--- src/common/uart_pkg.sv ---
package uart_pkg;

  // line timing
  localparam int unsigned clk_hz     = 50_000_000;
  localparam int unsigned baud_rate  = 115_200;
  localparam int unsigned bit_cycles = clk_hz / baud_rate;

  // frame layout: start, 8 data, odd parity, stop
  localparam int unsigned data_width = 8;
  localparam int unsigned cmd_width  = 2 * data_width;
  localparam int unsigned frame_bits = 11;

  localparam int unsigned cycle_cnt_width = $clog2(bit_cycles);
  localparam int unsigned bit_idx_width   = $clog2(frame_bits);

  typedef logic [cycle_cnt_width-1:0] cycle_cnt_t;
  typedef logic [bit_idx_width-1:0]   bit_idx_t;

  // last cycle of a full bit period
  localparam cycle_cnt_t bit_last      = cycle_cnt_t'(bit_cycles - 1);
  // last cycle before the middle of the start bit
  localparam cycle_cnt_t half_bit_last = cycle_cnt_t'(bit_cycles / 2 - 1);

  // tx counts the start bit as index 0, so the stop bit is index 10
  localparam bit_idx_t frame_last = bit_idx_t'(frame_bits - 1);
  // rx counts from the first data bit, so the stop bit is index 9
  localparam bit_idx_t stop_idx   = bit_idx_t'(frame_bits - 2);

  // command word, sent high byte first
  typedef struct packed {
    logic [data_width-1:0] hi;
    logic [data_width-1:0] lo;
  } cmd_t;

  // one received frame
  typedef struct packed {
    logic                  parity_err;
    logic [data_width-1:0] data;
  } rx_byte_t;

endpackage

--- src/hw/uart_cmd_top.sv ---
module uart_cmd_top #(
  parameter bit parity_check = 1'b1
) (
  input  logic               clk,
  input  logic               rst_n,
  input  uart_pkg::cmd_t     cmd_in,
  input  logic               cmd_vld,
  input  logic               rx,
  output logic               tx,
  output logic               cmd_rdy,
  output logic               read_rdy,
  output uart_pkg::rx_byte_t read_data
);

  logic [uart_pkg::data_width-1:0] tx_byte;
  logic                            tx_send;
  logic                            tx_busy;
  logic                            tx_done;

  // transmit path
  uart_cmd_serializer i_serializer (
    .clk      (clk),
    .rst_n    (rst_n),
    .cmd_in   (cmd_in),
    .cmd_vld  (cmd_vld),
    .cmd_rdy  (cmd_rdy),
    .byte_out (tx_byte),
    .send     (tx_send),
    .busy     (tx_busy),
    .done     (tx_done)
  );

  uart_frame_tx i_frame_tx (
    .clk     (clk),
    .rst_n   (rst_n),
    .byte_in (tx_byte),
    .send    (tx_send),
    .busy    (tx_busy),
    .done    (tx_done),
    .tx      (tx)
  );

  // receiver runs on its own
  uart_frame_rx #(
    .parity_check (parity_check)
  ) i_frame_rx (
    .clk       (clk),
    .rst_n     (rst_n),
    .rx        (rx),
    .read_rdy  (read_rdy),
    .read_data (read_data)
  );

endmodule

--- src/uart_rx/uart_frame_rx.sv ---
module uart_frame_rx #(
  parameter bit parity_check = 1'b1
) (
  input  logic               clk,
  input  logic               rst_n,
  input  logic               rx,
  output logic               read_rdy,
  output uart_pkg::rx_byte_t read_data
);

  typedef enum logic [1:0] {
    st_idle,
    st_start,
    st_frame
  } state_t;

  state_t                          state;
  logic                            rx_meta;
  logic                            rx_sync;
  logic                            rx_prev;
  logic                            fall;
  uart_pkg::cycle_cnt_t            cyc_cnt;
  uart_pkg::bit_idx_t              bit_idx;
  // data bits then parity, filled from the top
  logic [uart_pkg::data_width:0]   shreg;
  logic                            sample;
  logic                            stop_sample;

  // two-flop synchronizer plus one stage for edge detect
  always_ff @(posedge clk or negedge rst_n) begin
    if (!rst_n) begin
      rx_meta <= 1'b1;
      rx_sync <= 1'b1;
      rx_prev <= 1'b1;
    end else begin
      rx_meta <= rx;
      rx_sync <= rx_meta;
      rx_prev <= rx_sync;
    end
  end

  assign fall        = rx_prev && !rx_sync;
  assign sample      = (state == st_frame) && (cyc_cnt == uart_pkg::bit_last);
  assign stop_sample = sample && (bit_idx == uart_pkg::stop_idx);

  always_ff @(posedge clk or negedge rst_n) begin
    if (!rst_n) begin
      state    <= st_idle;
      cyc_cnt  <= '0;
      bit_idx  <= '0;
      read_rdy <= 1'b0;
    end else begin
      read_rdy <= 1'b0;
      case (state)
        st_idle: begin
          if (fall) begin
            state   <= st_start;
            cyc_cnt <= '0;
          end
        end
        st_start: begin
          if (cyc_cnt == uart_pkg::half_bit_last) begin
            cyc_cnt <= '0;
            bit_idx <= '0;
            // a high line at mid start was a glitch
            state   <= rx_sync ? st_idle : st_frame;
          end else begin
            cyc_cnt <= cyc_cnt + uart_pkg::cycle_cnt_t'(1);
          end
        end
        st_frame: begin
          if (sample) begin
            cyc_cnt <= '0;
            if (stop_sample) begin
              read_rdy <= 1'b1;
              state    <= st_idle;
            end else begin
              bit_idx <= bit_idx + uart_pkg::bit_idx_t'(1);
            end
          end else begin
            cyc_cnt <= cyc_cnt + uart_pkg::cycle_cnt_t'(1);
          end
        end
        default: begin
          state <= st_idle;
        end
      endcase
    end
  end

  always_ff @(posedge clk) begin
    if (sample && !stop_sample) begin
      shreg <= {rx_sync, shreg[uart_pkg::data_width:1]};
    end
  end

  // even count over data plus parity means a bad frame
  always_ff @(posedge clk) begin
    if (stop_sample) begin
      read_data.data       <= shreg[uart_pkg::data_width-1:0];
      read_data.parity_err <= parity_check && (~^shreg);
    end
  end

  a_read_rdy_pulse : assert property (
    @(posedge clk) disable iff (!rst_n)
    read_rdy |=> !read_rdy
  );

endmodule

--- src/uart_tx/uart_cmd_serializer.sv ---
module uart_cmd_serializer (
  input  logic                            clk,
  input  logic                            rst_n,
  input  uart_pkg::cmd_t                  cmd_in,
  input  logic                            cmd_vld,
  output logic                            cmd_rdy,
  output logic [uart_pkg::data_width-1:0] byte_out,
  output logic                            send,
  input  logic                            busy,
  input  logic                            done
);

  typedef enum logic [1:0] {
    st_idle,
    st_high,
    st_low
  } state_t;

  state_t                          state;
  logic [uart_pkg::cmd_width-1:0]  cmd_q;
  logic                            send_q;
  logic                            accept;

  assign accept = cmd_vld && cmd_rdy;

  // sequencer and handshake
  always_ff @(posedge clk or negedge rst_n) begin
    if (!rst_n) begin
      state   <= st_idle;
      cmd_rdy <= 1'b1;
      send_q  <= 1'b0;
    end else begin
      send_q <= accept;
      case (state)
        st_idle: begin
          if (accept) begin
            state   <= st_high;
            cmd_rdy <= 1'b0;
          end else if (!cmd_rdy) begin
            // one cycle after the low frame's stop bit
            cmd_rdy <= 1'b1;
          end
        end
        st_high: begin
          if (done) begin
            state <= st_low;
          end
        end
        st_low: begin
          if (done) begin
            state <= st_idle;
          end
        end
        default: begin
          state <= st_idle;
        end
      endcase
    end
  end

  // held word, only meaningful while a transfer runs
  always_ff @(posedge clk) begin
    if (accept) begin
      cmd_q <= cmd_in;
    end
  end

  // low byte is issued in the done cycle so the frames run back to back
  assign send = send_q || (state == st_high && done);

  assign byte_out = send_q ? cmd_q[uart_pkg::cmd_width-1 -: uart_pkg::data_width]
                           : cmd_q[uart_pkg::data_width-1:0];

  a_no_send_while_busy : assert property (
    @(posedge clk) disable iff (!rst_n)
    !(send && busy)
  );

endmodule

--- src/uart_tx/uart_frame_tx.sv ---
module uart_frame_tx (
  input  logic                            clk,
  input  logic                            rst_n,
  input  logic [uart_pkg::data_width-1:0] byte_in,
  input  logic                            send,
  output logic                            busy,
  output logic                            done,
  output logic                            tx
);

  logic                                active;
  // data, parity and stop still to go out
  logic [uart_pkg::frame_bits-2:0]     shreg;
  uart_pkg::cycle_cnt_t                cyc_cnt;
  uart_pkg::bit_idx_t                  bit_idx;
  logic                                bit_end;
  logic                                parity;

  // odd parity over data plus parity bit
  assign parity = ~^byte_in;

  assign bit_end = active && (cyc_cnt == uart_pkg::bit_last);
  assign done    = bit_end && (bit_idx == uart_pkg::frame_last);
  // free in the last stop cycle so a new frame can follow directly
  assign busy    = active && !done;

  always_ff @(posedge clk or negedge rst_n) begin
    if (!rst_n) begin
      active  <= 1'b0;
      cyc_cnt <= '0;
      bit_idx <= '0;
      tx      <= 1'b1;
    end else if (send) begin
      active  <= 1'b1;
      cyc_cnt <= '0;
      bit_idx <= '0;
      // start bit
      tx      <= 1'b0;
    end else if (active) begin
      if (bit_end) begin
        cyc_cnt <= '0;
        tx      <= shreg[0];
        if (done) begin
          active <= 1'b0;
        end else begin
          bit_idx <= bit_idx + uart_pkg::bit_idx_t'(1);
        end
      end else begin
        cyc_cnt <= cyc_cnt + uart_pkg::cycle_cnt_t'(1);
      end
    end
  end

  // shifts right and refills with ones so the line ends idle high
  always_ff @(posedge clk) begin
    if (send) begin
      shreg <= {1'b1, parity, byte_in};
    end else if (bit_end) begin
      shreg <= {1'b1, shreg[uart_pkg::frame_bits-2:1]};
    end
  end

  a_idle_high : assert property (
    @(posedge clk) disable iff (!rst_n)
    !busy |-> tx
  );

  a_done_pulse : assert property (
    @(posedge clk) disable iff (!rst_n)
    done |=> !done
  );

endmodule
--- config.mk ---
export PLATFORM = sky130hd
export DESIGN_NAME = uart_cmd_top
export DESIGN_NICKNAME = d
export VERILOG_FILES = /design/src/common/uart_pkg.sv /design/src/hw/uart_cmd_top.sv /design/src/uart_rx/uart_frame_rx.sv /design/src/uart_tx/uart_cmd_serializer.sv /design/src/uart_tx/uart_frame_tx.sv
export SDC_FILE = /design/constraint.sdc
export NUM_CORES = 1
export LEC_CHECK = 0
export BUFFER_PORTS_ARGS = -buffer_cell sky130_fd_sc_hd__buf_2
export CAP_MARGIN = 10
export CELL_PAD_IN_SITES_DETAIL_PLACEMENT = 1
export CELL_PAD_IN_SITES_GLOBAL_PLACEMENT = 1
export CORE_MARGIN = 2
export CORE_UTILIZATION = 35
export DETAILED_ROUTE_END_ITERATION = 12
export PLACE_DENSITY_LB_ADDON = 0.1
export SLEW_MARGIN = 20
export SYNTH_ARGS = -nofsm -noshare
export SYNTH_HDL_FRONTEND = slang
export SYNTH_SLANG_ARGS = --single-unit
export TNS_END_PERCENT = 1
--- constraint.sdc ---
create_clock -name clk -period 4.9 [get_ports clk]
set_input_delay 0.49 -clock clk [delete_from_list [all_inputs] [get_ports clk]]
set_output_delay 0.49 -clock clk [all_outputs]
set_load 0.05 [all_outputs]
# After elaboration in Yosys (flattened, before gate mapping)
# Cells that the tools add are included.
dict set report op_classes {
  n_mul 0
  n_eq_ne 18
  bitwise 0
  addsub 4
  mux 39
  order_cmp 0
  n_div 0
  shifts 0
  n_reduce_logical 25
}
# cell n
set ops {}
lappend ops {{2-to-1 mux 9 bit} 8}
lappend ops {{2-to-1 mux 4 bit} 7}
lappend ops {{one-hot mux 9 bit (3 select lines)} 1}
lappend ops {{adder 9 x 1 -> 9 bit, second input constant} 2}
lappend ops {{== test 9 bit, second input constant} 2}
lappend ops {{2-to-1 mux 2 bit} 8}
lappend ops {{inequality test 2 x 1 -> 1 bit, second input constant} 8}
lappend ops {{one-hot mux 2 bit (3 select lines)} 2}
lappend ops {{2-to-1 mux 1 bit} 11}
lappend ops {{== test 9 x 8 -> 1 bit, second input constant} 1}
lappend ops {{XNOR reduction 9 bit} 1}
lappend ops {{adder 4 x 1 -> 4 bit, second input constant} 2}
lappend ops {{== test 4 bit, second input constant} 2}
lappend ops {{logical AND 1 bit} 8}
lappend ops {{2-to-1 mux 8 bit} 1}
lappend ops {{one-hot mux 4 bit (2 select lines)} 1}
lappend ops {{AND reduction 4 bit} 2}
lappend ops {{XNOR reduction 8 bit} 1}
lappend ops {{AND reduction 3 bit} 2}
lappend ops {{nonzero test 2 bit} 3}
lappend ops {{== test 2 x 1 -> 1 bit, second input constant} 2}
lappend ops {{== test 2 bit, second input constant} 2}
lappend ops {{logical NOT 2 bit} 2}
lappend ops {{AND reduction 2 bit} 2}
lappend ops {{4 further kinds} 5}
dict set report totals {
  mem_bits_rw 0
  ff_bits 81
  input_bits 20
  wordCells 105
  romBits 0
  n_memories 0
  latchBits 0
}

# Logic depth before layout (Yosys ltp)
# Gate-level depths: netlist of run 1.
dict set report depth {
  word_depth 7
  ltp_mapped 8
}

# By module
# A second synthesis of run 1 with hierarchy kept.
dict set report unflattened {
  cells_unflattened 290
  area_unflattened_um2 3717.3
}
# mod instances area_per_inst_um2 cells_per_inst
set modules_own_cells {}
lappend modules_own_cells {uart_frame_rx 1 1737.9 138}
lappend modules_own_cells {uart_frame_tx 1 1238.7 113}
lappend modules_own_cells {uart_cmd_serializer 1 740.7 39}

# Least setup slack after synthesis of run 1
# OpenSTA, ideal clock, no wires.
dict set report synth_path {
  kind {register to register}
  startpoint {register i_frame_rx.state[0]}
  endpoint {register i_frame_rx.state[1]}
  t_arrival_ps 2671
  stages_incl_launch_ff 8
  required_ps 4821
  slack_ps 2149
  setup_time_ps 79
  path_cell_list {dfrtp_1 > inv_1 > ha_1 > inv_1 > nor4_1 > nor2_1 > a211oi_1 > mux2i_1}
}
dict set report synth_via {
  elab_chain_len 5
  elab_cells_between_ends 11
  classes_between {eq/ne (6); mux (1); reduce/logical (4)}
}
# item line
set synth_rtl {}
lappend synth_rtl {{start: declaration} uart_frame_rx.sv:17} ;# state_t state;
lappend synth_rtl {{start signal: assignment} uart_frame_rx.sv:48} ;# state <= st_idle;
lappend synth_rtl {{start signal: assignment} uart_frame_rx.sv:57} ;# state <= st_start;
lappend synth_rtl {{start signal: assignment} uart_frame_rx.sv:66} ;# state <= rx_sync ? st_idle : st_frame;
lappend synth_rtl {{== test 2 bit} uart_frame_rx.sv:43} ;# assign sample = (state == st_frame) && (cyc_cnt == uart_pkg::bit_last);
lappend synth_rtl {{logical AND 1 bit} uart_frame_rx.sv:43}
lappend synth_rtl {{logical AND 1 bit} uart_frame_rx.sv:44} ;# assign stop_sample = sample && (bit_idx == uart_pkg::stop_idx);
lappend synth_rtl {{via i_frame_rx.stop_sample} uart_frame_rx.sv:27} ;# logic stop_sample;
lappend synth_rtl {{inequality test 2 x 1 -> 1 bit (no line)} n/a}
lappend synth_rtl {{AND reduction 4 bit (no line)} n/a}
# The timed path passes the listed nets, and every way through them passes these cells.
# A chain may end at the register's enable or synchronous reset.

# Final worst setup path of run 1
dict set report layout_path {
  startpoint {register i_frame_tx.active}
  endpoint {register i_frame_tx.shreg[2] (netlist bit) (data pin)}
}
dict set report layout_via {
  elab_chain_len 5
}
# item line
set layout_rtl {}
lappend layout_rtl {{start: declaration} uart_frame_tx.sv:11} ;# logic active;
lappend layout_rtl {{start signal: assignment} uart_frame_tx.sv:29} ;# active <= 1'b0;
lappend layout_rtl {{start signal: assignment} uart_frame_tx.sv:34} ;# active <= 1'b1;
lappend layout_rtl {{start signal: assignment} uart_frame_tx.sv:44} ;# active <= 1'b0;
lappend layout_rtl {{logical AND 1 bit} uart_frame_tx.sv:22} ;# assign bit_end = active && (cyc_cnt == uart_pkg::bit_last);
lappend layout_rtl {{logical AND 1 bit} uart_frame_tx.sv:23} ;# assign done = bit_end && (bit_idx == uart_pkg::frame_last);
lappend layout_rtl {{logical AND 1 bit} uart_cmd_serializer.sv:69} ;# assign send = send_q || (state == st_high && done);
lappend layout_rtl {{logical OR 1 bit} uart_cmd_serializer.sv:69}
lappend layout_rtl {{2-to-1 mux 9 bit} uart_frame_tx.sv:56} ;# if (send) begin
lappend layout_rtl {{end signal: assignment} uart_frame_tx.sv:57} ;# shreg <= {1'b1, parity, byte_in};
lappend layout_rtl {{end signal: assignment} uart_frame_tx.sv:59} ;# shreg <= {1'b1, shreg[uart_pkg::frame_bits-2:1]};
lappend layout_rtl {{end: declaration} uart_frame_tx.sv:13} ;# logic [uart_pkg::frame_bits-2:0] shreg;
# No other way between the ends.

==> results by group, run 1 <==
Status
  • Status: completed

Yosys
  • Synthesis-stage register bit count: 81
  • Syn Inst Count: 303
  • Post-Syn Area: 0.00370 mm^2
  • Sequential-to-total area share from yosys stat: 0.607
  • Most used DFF post-synth: edfxtp_1
  • FFs w/ async S/R, synth: 0.469
  • Synth unique cells: 45
  • EDFF count, synth: 43
  • Yosys Warn Count: 0
  • Syn_nets: 336
  • Syn_area_per_cell: 12.2 um^2

Route
  • Drt wl/cell: 14.9 um
  • DR pass1 iterations: 3
  • Detailed Route WL: 7.18 mm
  • 1st-iter DRT viols: 82
  • DRT antenna net count: 0
  • Drt drc: 0
  • Via density: 4.90
  • Routed vias: 2364

Place
  • Post-DP HPWL: 4.89 mm
  • GPL Wtd Cong: 0.781
  • # port buffers: 31
  • Cells after DPL: 466

Timing
  • Post-layout min period: 2.60 ns
  • Fin Clk Skew: 0.0115 ns
  • Final Max Slew Viols: 0
  • Slew HR: 0.303
  • Final hold vios: 0
  • RSZ-0062 raised after global routing: false
  • Final TNS setup: 0 ns
  • Final period utilization: 0.531
  • Worst slew pin tran: 1.02 ns
  • Setup violations, final: 0
  • Max Fclk: 384 MHz

Power
  • Clk pwr share: 0.284
  • Switching share of total power: 0.302
  • Part of the power in combinational logic: 0.205
  • Leak: 1.70 nW
  • VDD IR max: 0.140 mV
  • NetSw: 0.498 mW
  • Cell Int Power: 1.15 mW
  • Flop pwr share: 0.511
  • P per Cell Area: 392 mW/mm^2

Clock network
  • Clock sink count: 81
  • CTS tree: built
  • Worst-path clk slew: 0.08 ns
  • Clock insertion delay at the later pin of the skew report: 0.35 ns
  • Clock root cell: clkbuf_8
  • Post-CTS setup buffers: 0
  • CTS Buffer Depth: 2
  • # resized after CTS: 0
  • Num CTS Buffers: 9
  • Cts hold-fix bufs: 0
  • Htree depth: 3

Die
  • Core footprint: 0.0103 mm^2
  • Boundary pin count: 32
  • Chip height: 107 um
  • Core Rows: 37
  • Die Wd: 107 um
  • Initial Util: 0.360
  • Die footprint: 0.0114 mm^2

Setup path
  • CP Max Fanout: 14
  • Startpoint type of the worst setup path: flip-flop
  • WP data required: 4.99 ns
  • Flop2flop setup slack: 2.30 ns
  • Setup crit start: i_frame_tx.active
  • CP Capture Type: flip-flop
  • Worst-case reg-to-reg path depth: 5
  • Worst Setup Path Type: reg2reg
  • Reg-to-reg endpoint: i_frame_tx.shreg[2]
  • Reg2reg start: i_frame_tx.active
  • Crit path DAT: 2.69 ns

Final layout
  • Register Area: 0.00225 mm^2
  • Most frequent cells in the layout: 43 x edfxtp_1, 33 x dfrtp_1, 31 x buf_2
  • Commonest non-fill, non-tap cell in the layout: edfxtp_1
  • Footprint of the multi-input gates: 0.00139 mm^2
  • Post-route insts no fill: 482
  • Share of cells above drive strength 1: 0.159
  • Post-layout nets: 374
  • Inserted Diodes: 0
  • Area Growth Syn to Fin: 13.7%
  • # fillers: 1137

Min path
  • Worst Hold Launch: rx
  • Min-delay worst type: in2reg
  • Worst Hold Path EP: i_frame_rx.rx_meta
  • Hold path depth: 1

GRT
  • Vias in the first global route: 2431
  • Largest net degree at the start of global routing: 39
  • Initial antenna violation count: 0
  • GRT Total Usage: 0.140
  • First-pass GRT wire length: 12.3 mm
  • Grt ovf: 0

Flow run
  • Max Cap Violations: 0
cells in the mapped netlist (2+ instances only):
cell | count | area, um^2
nor2b_1 | 2 | 12.5
nor2_1 | 29 | 109
a22oi_1 | 2 | 15.0
nand4_1 | 5 | 31.3
xor2_1 | 13 | 114
edfxtp_1 | 43 | 1290
or4_1 | 2 | 15.0
nand2_1 | 21 | 78.8
a211oi_1 | 2 | 15.0
nand4b_1 | 2 | 17.5
nand3b_1 | 2 | 15.0
nand3_1 | 5 | 25.0
a311oi_1 | 2 | 17.5
or3_1 | 3 | 18.8
xnor2_1 | 15 | 131
a21oi_1 | 8 | 40.0
o31ai_1 | 3 | 22.5
mux2i_1 | 19 | 190
nand2b_1 | 7 | 43.8
nor3_1 | 7 | 35.0
inv_1 | 14 | 52.6
clkbuf_1 | 5 | 18.8
dfstp_2 | 5 | 131
o21ai_0 | 17 | 85.1
dfrtp_1 | 33 | 826
o22ai_1 | 2 | 12.5
ha_1 | 13 | 163
nor4_1 | 2 | 12.5
and3_1 | 4 | 25.0
critical path: stages, from the launching register on:
cell      delay (ns)
dfrtp_1         0.66
nand4b_1        0.21
nor4_2          0.59
nand2_1         0.51
mux2i_1         0.26
o21ai_0         0.10
worst max-delay path by stage:
stage                                to  slack (ns)
floorplan           i_frame_rx.state[1]        2.15
global placement    i_frame_tx.shreg[6]        2.43
detailed placement  i_frame_tx.shreg[6]        2.26
CTS                 i_frame_tx.shreg[2]        2.27
global route        i_frame_tx.shreg[0]        2.12
finish              i_frame_tx.shreg[2]        2.30
cell families (layout without fill, tap and decap cells):
| logic type | count (synthesis) | count (layout) | synth area share |
|---|---|---|---|
| AND/OR/NAND/NOR | 96 | 96 | 0.131 |
| flip-flops | 81 | 81 | 0.607 |
| adder cells (fa/ha/maj) | 13 | 13 | 0.0439 |
| buffers and inverters | 20 | 63 | 0.0203 |
| AO/OA/AOI/OAI | 45 | 45 | 0.0764 |
| XOR/XNOR | 28 | 28 | 0.0662 |
| multiplexers | 20 | 20 | 0.0544 |
sequential cells by signal, summed over array words and instances, names as in the netlist:
signal and count:
i_frame_rx.rx_sync 1, i_frame_tx.shreg 9, i_frame_rx.shreg 9, i_frame_tx.tx 1, i_frame_tx.cyc_cnt 9, i_frame_rx.rx_prev 1, i_serializer.state 2, i_frame_rx.bit_idx 4
i_frame_tx.active 1, i_frame_rx.rx_meta 1, i_frame_rx.read_rdy 1, i_serializer.cmd_rdy 1, i_serializer.send_q 1, i_frame_rx.cyc_cnt 9, i_serializer.cmd_q 16, i_frame_tx.bit_idx 4
i_frame_rx.read_data 9, i_frame_rx.state 2
metrics by stage:
step | area (um^2) | power (mW) | setup slack (ns) | util | hold WS [ns]
6_report | 4210 | 1.65 | 2.30 | 0.409 | 0.233
5_1_grt | 4210 | 1.76 | 2.12 | 0.409 | 0.208
4_1_cts | 4210 | 1.68 | 2.27 | 0.409 | 0.208
3_5_place_dp | 4030 | 1.20 | 2.26 | 0.392 | 0.348
3_3_place_gp | 4030 | 1.19 | 2.43 | 0.392 | 0.347
2_1_floorplan | 3700 | 1.09 | 2.15 | - | 0.194
layer usage:
layer,GRT usage,routed length (um),up-vias
li1,-,-,1165
met1,0.191,3560,1157
met2,0.212,3280,31
met3,0.0328,199,11
met4,0.0640,131,0
met5,0,0,-
power groups by stage:
stage	clock network, mW	logic (mW)	registers [mW]
CTS	0.492	0.345	0.843
detailed placement	0	0.344	0.856
global placement	0	0.338	0.853
floorplan	0	0.248	0.845
global route	0.522	0.385	0.852
finish	0.469	0.338	0.842
layout make-up:
cell class                 instances  area share
clock buffer                      12      0.0321
inverter                          14      0.0125
timing repair buffer              33      0.0404
tap                              136      0.0404
clock inverter                     4      0.0110
sequential                        81       0.534
multi-input combinational        202       0.329
(Power assumes the default switching activity.)
==> run 2, diff against run 1 <==
==> constraint.sdc (replaced) <==
create_clock -name clk -period 2.47 [get_ports clk]
set_input_delay 0.247 -clock clk [delete_from_list [all_inputs] [get_ports clk]]
set_output_delay 0.247 -clock clk [all_outputs]
set_load 0.05 [all_outputs]
==> results by group, run 2 (synthesized netlist as in run 1, its figures left out) <==
Status
  • Status: completed

Final layout
  • Most flops, register: i_serializer.cmd_q
  • Area Growth Syn to Fin: 16.8%
  • Commonest non-fill, non-tap cell in the layout: edfxtp_1
  • Share of cells above drive strength 1: 0.185
  • Post-layout nets: 385
  • Fin area: 0.00433 mm^2
  • Most frequent cells in the layout: 43 x edfxtp_1, 33 x dfrtp_1, 31 x buf_2
  • Post-route insts no fill: 493
  • Largest register FFs: 16
  • Core Util, Final: 0.421
  • Inserted Diodes: 0

Route
  • Drt drc: 0
  • DR pass1 iterations: 5
  • Routed vias: 2362
  • Detailed Route WL: 7.07 mm
  • Drt wl/cell: 14.3 um
  • 1st-iter DRT viols: 69
  • DRT antenna net count: 0
  • Via density: 4.79

Timing
  • Worst slew pin tran: 0.902 ns
  • Max Fclk: 463 MHz
  • Worst Setup Slack, final: 0.309 ns
  • Post-layout min period: 2.16 ns
  • Fin Hold WS: 0.0200 ns
  • Final hold vios: 0
  • Setup violations, final: 0
  • Slew HR: 0.399
  • Final Max Slew Viols: 0
  • RSZ-0062 raised after global routing: false
  • Final TNS setup: 0 ns
  • Fin Clk Skew: 0.00649 ns
  • Final period utilization: 0.875

Setup path
  • CP Max Fanout: 6
  • CP Capture Type: flip-flop
  • Flop2flop setup slack: 0.31 ns
  • Worst Setup Path Type: reg2reg
  • CP cell instances: inv_1 -> ha_1 -> or4b_1 -> o21ai_1 -> o21ai_2 -> nor3_1 -> mux2_2
  • WP data required: 2.71 ns
  • CP bufs+invs: 1
  • Max incr delay on CP: 0.44 ns
  • Crit path DAT: 2.40 ns
  • Family with the most delay on the worst path: simple AND/OR/NAND/NOR gates
  • Slowest library cell on the worst path: dfrtp_1
  • Startpoint type of the worst setup path: flip-flop

Clock network
  • Num CTS Buffers: 9
  • Htree depth: 3
  • Cts hold-fix bufs: 1
  • CTS tree: built
  • CTS Buffer Depth: 2
  • Clock root cell: clkbuf_8
  • Post-CTS setup buffers: 0
  • Worst-path clk slew: 0.08 ns
  • Clock insertion delay at the later pin of the skew report: 0.35 ns
  • # resized after CTS: 0
  • Clock sink count: 81

Min path
  • Min-delay worst type: in2async

Power
  • Leak: 1.78 nW
  • P per Cell Area: 795 mW/mm^2
  • Total power: 3.44 mW
  • VDD IR max: 0.381 mV

Die
  • Core footprint: 0.0103 mm^2
  • Chip height: 107 um
  • Die Wd: 107 um
  • Initial Util: 0.360
  • Die footprint: 0.0114 mm^2
  • Core Rows: 37
  • Boundary pin count: 32

GRT
  • Initial antenna violation count: 0
  • GRT Total Usage: 0.135
  • First-pass GRT wire length: 11.9 mm
  • Vias in the first global route: 2446
  • Largest net degree at the start of global routing: 39
  • Grt ovf: 0

Place
  • GPL Wtd Cong: 0.762
  • Area of placed instances: 0.00410 mm^2
  • Post-DP HPWL: 4.86 mm
  • Cells after DPL: 476
  • DP Worst Slack: 0.331 ns
  • # port buffers: 31

Flow run
  • Max Cap Violations: 0
## run 2: routing by layer
layer	vias to the layer above	track usage	wire length (um)
met5	-	0	0
met4	0	0.0612	124
met3	11	0.0304	222
met2	37	0.195	3160
met1	1127	0.193	3570
li1	1187	-	-
## run 2: cell type report
| class | instances | area, um^2 |
|---|---|---|
| fill | 1136 | 5950 |
| sequential | 81 | 2250 |
| multi-input combinational | 202 | 1390 |
| timing repair buffer | 44 | 255 |
| tap | 136 | 170 |
| clock buffer | 12 | 145 |
| clock inverter | 4 | 68.8 |
| inverter | 14 | 52.6 |
## run 2: final timing paths
kind,from,to,cells after the start
min,rst_n,i_frame_rx.cyc_cnt[7],1
min reg2reg,i_frame_rx.rx_meta,i_frame_rx.rx_sync,0
max reg2reg,i_frame_rx.cyc_cnt[0],i_frame_rx.bit_idx[0],7
max,i_frame_rx.cyc_cnt[0],i_frame_rx.bit_idx[0],7
min in group clk,cmd_in[9],i_serializer.cmd_q[9],1
max in group asynchronous,rst_n,i_frame_tx.bit_idx[3],1
## run 2: power by group
| group | internal, mW | switching, mW |
|---|---|---|
| logic | 0.295 | 0.415 |
| clock network | 0.593 | 0.470 |
| registers | 1.56 | 0.102 |
## run 2: worst reg2reg max path, stage by stage, from the launching register on
cell and delay (ns):
dfrtp_1 0.44, inv_1 0.08, ha_1 0.13, or4b_1 0.43, o21ai_1 0.17, o21ai_2 0.09
nor3_1 0.32, mux2_2 0.38
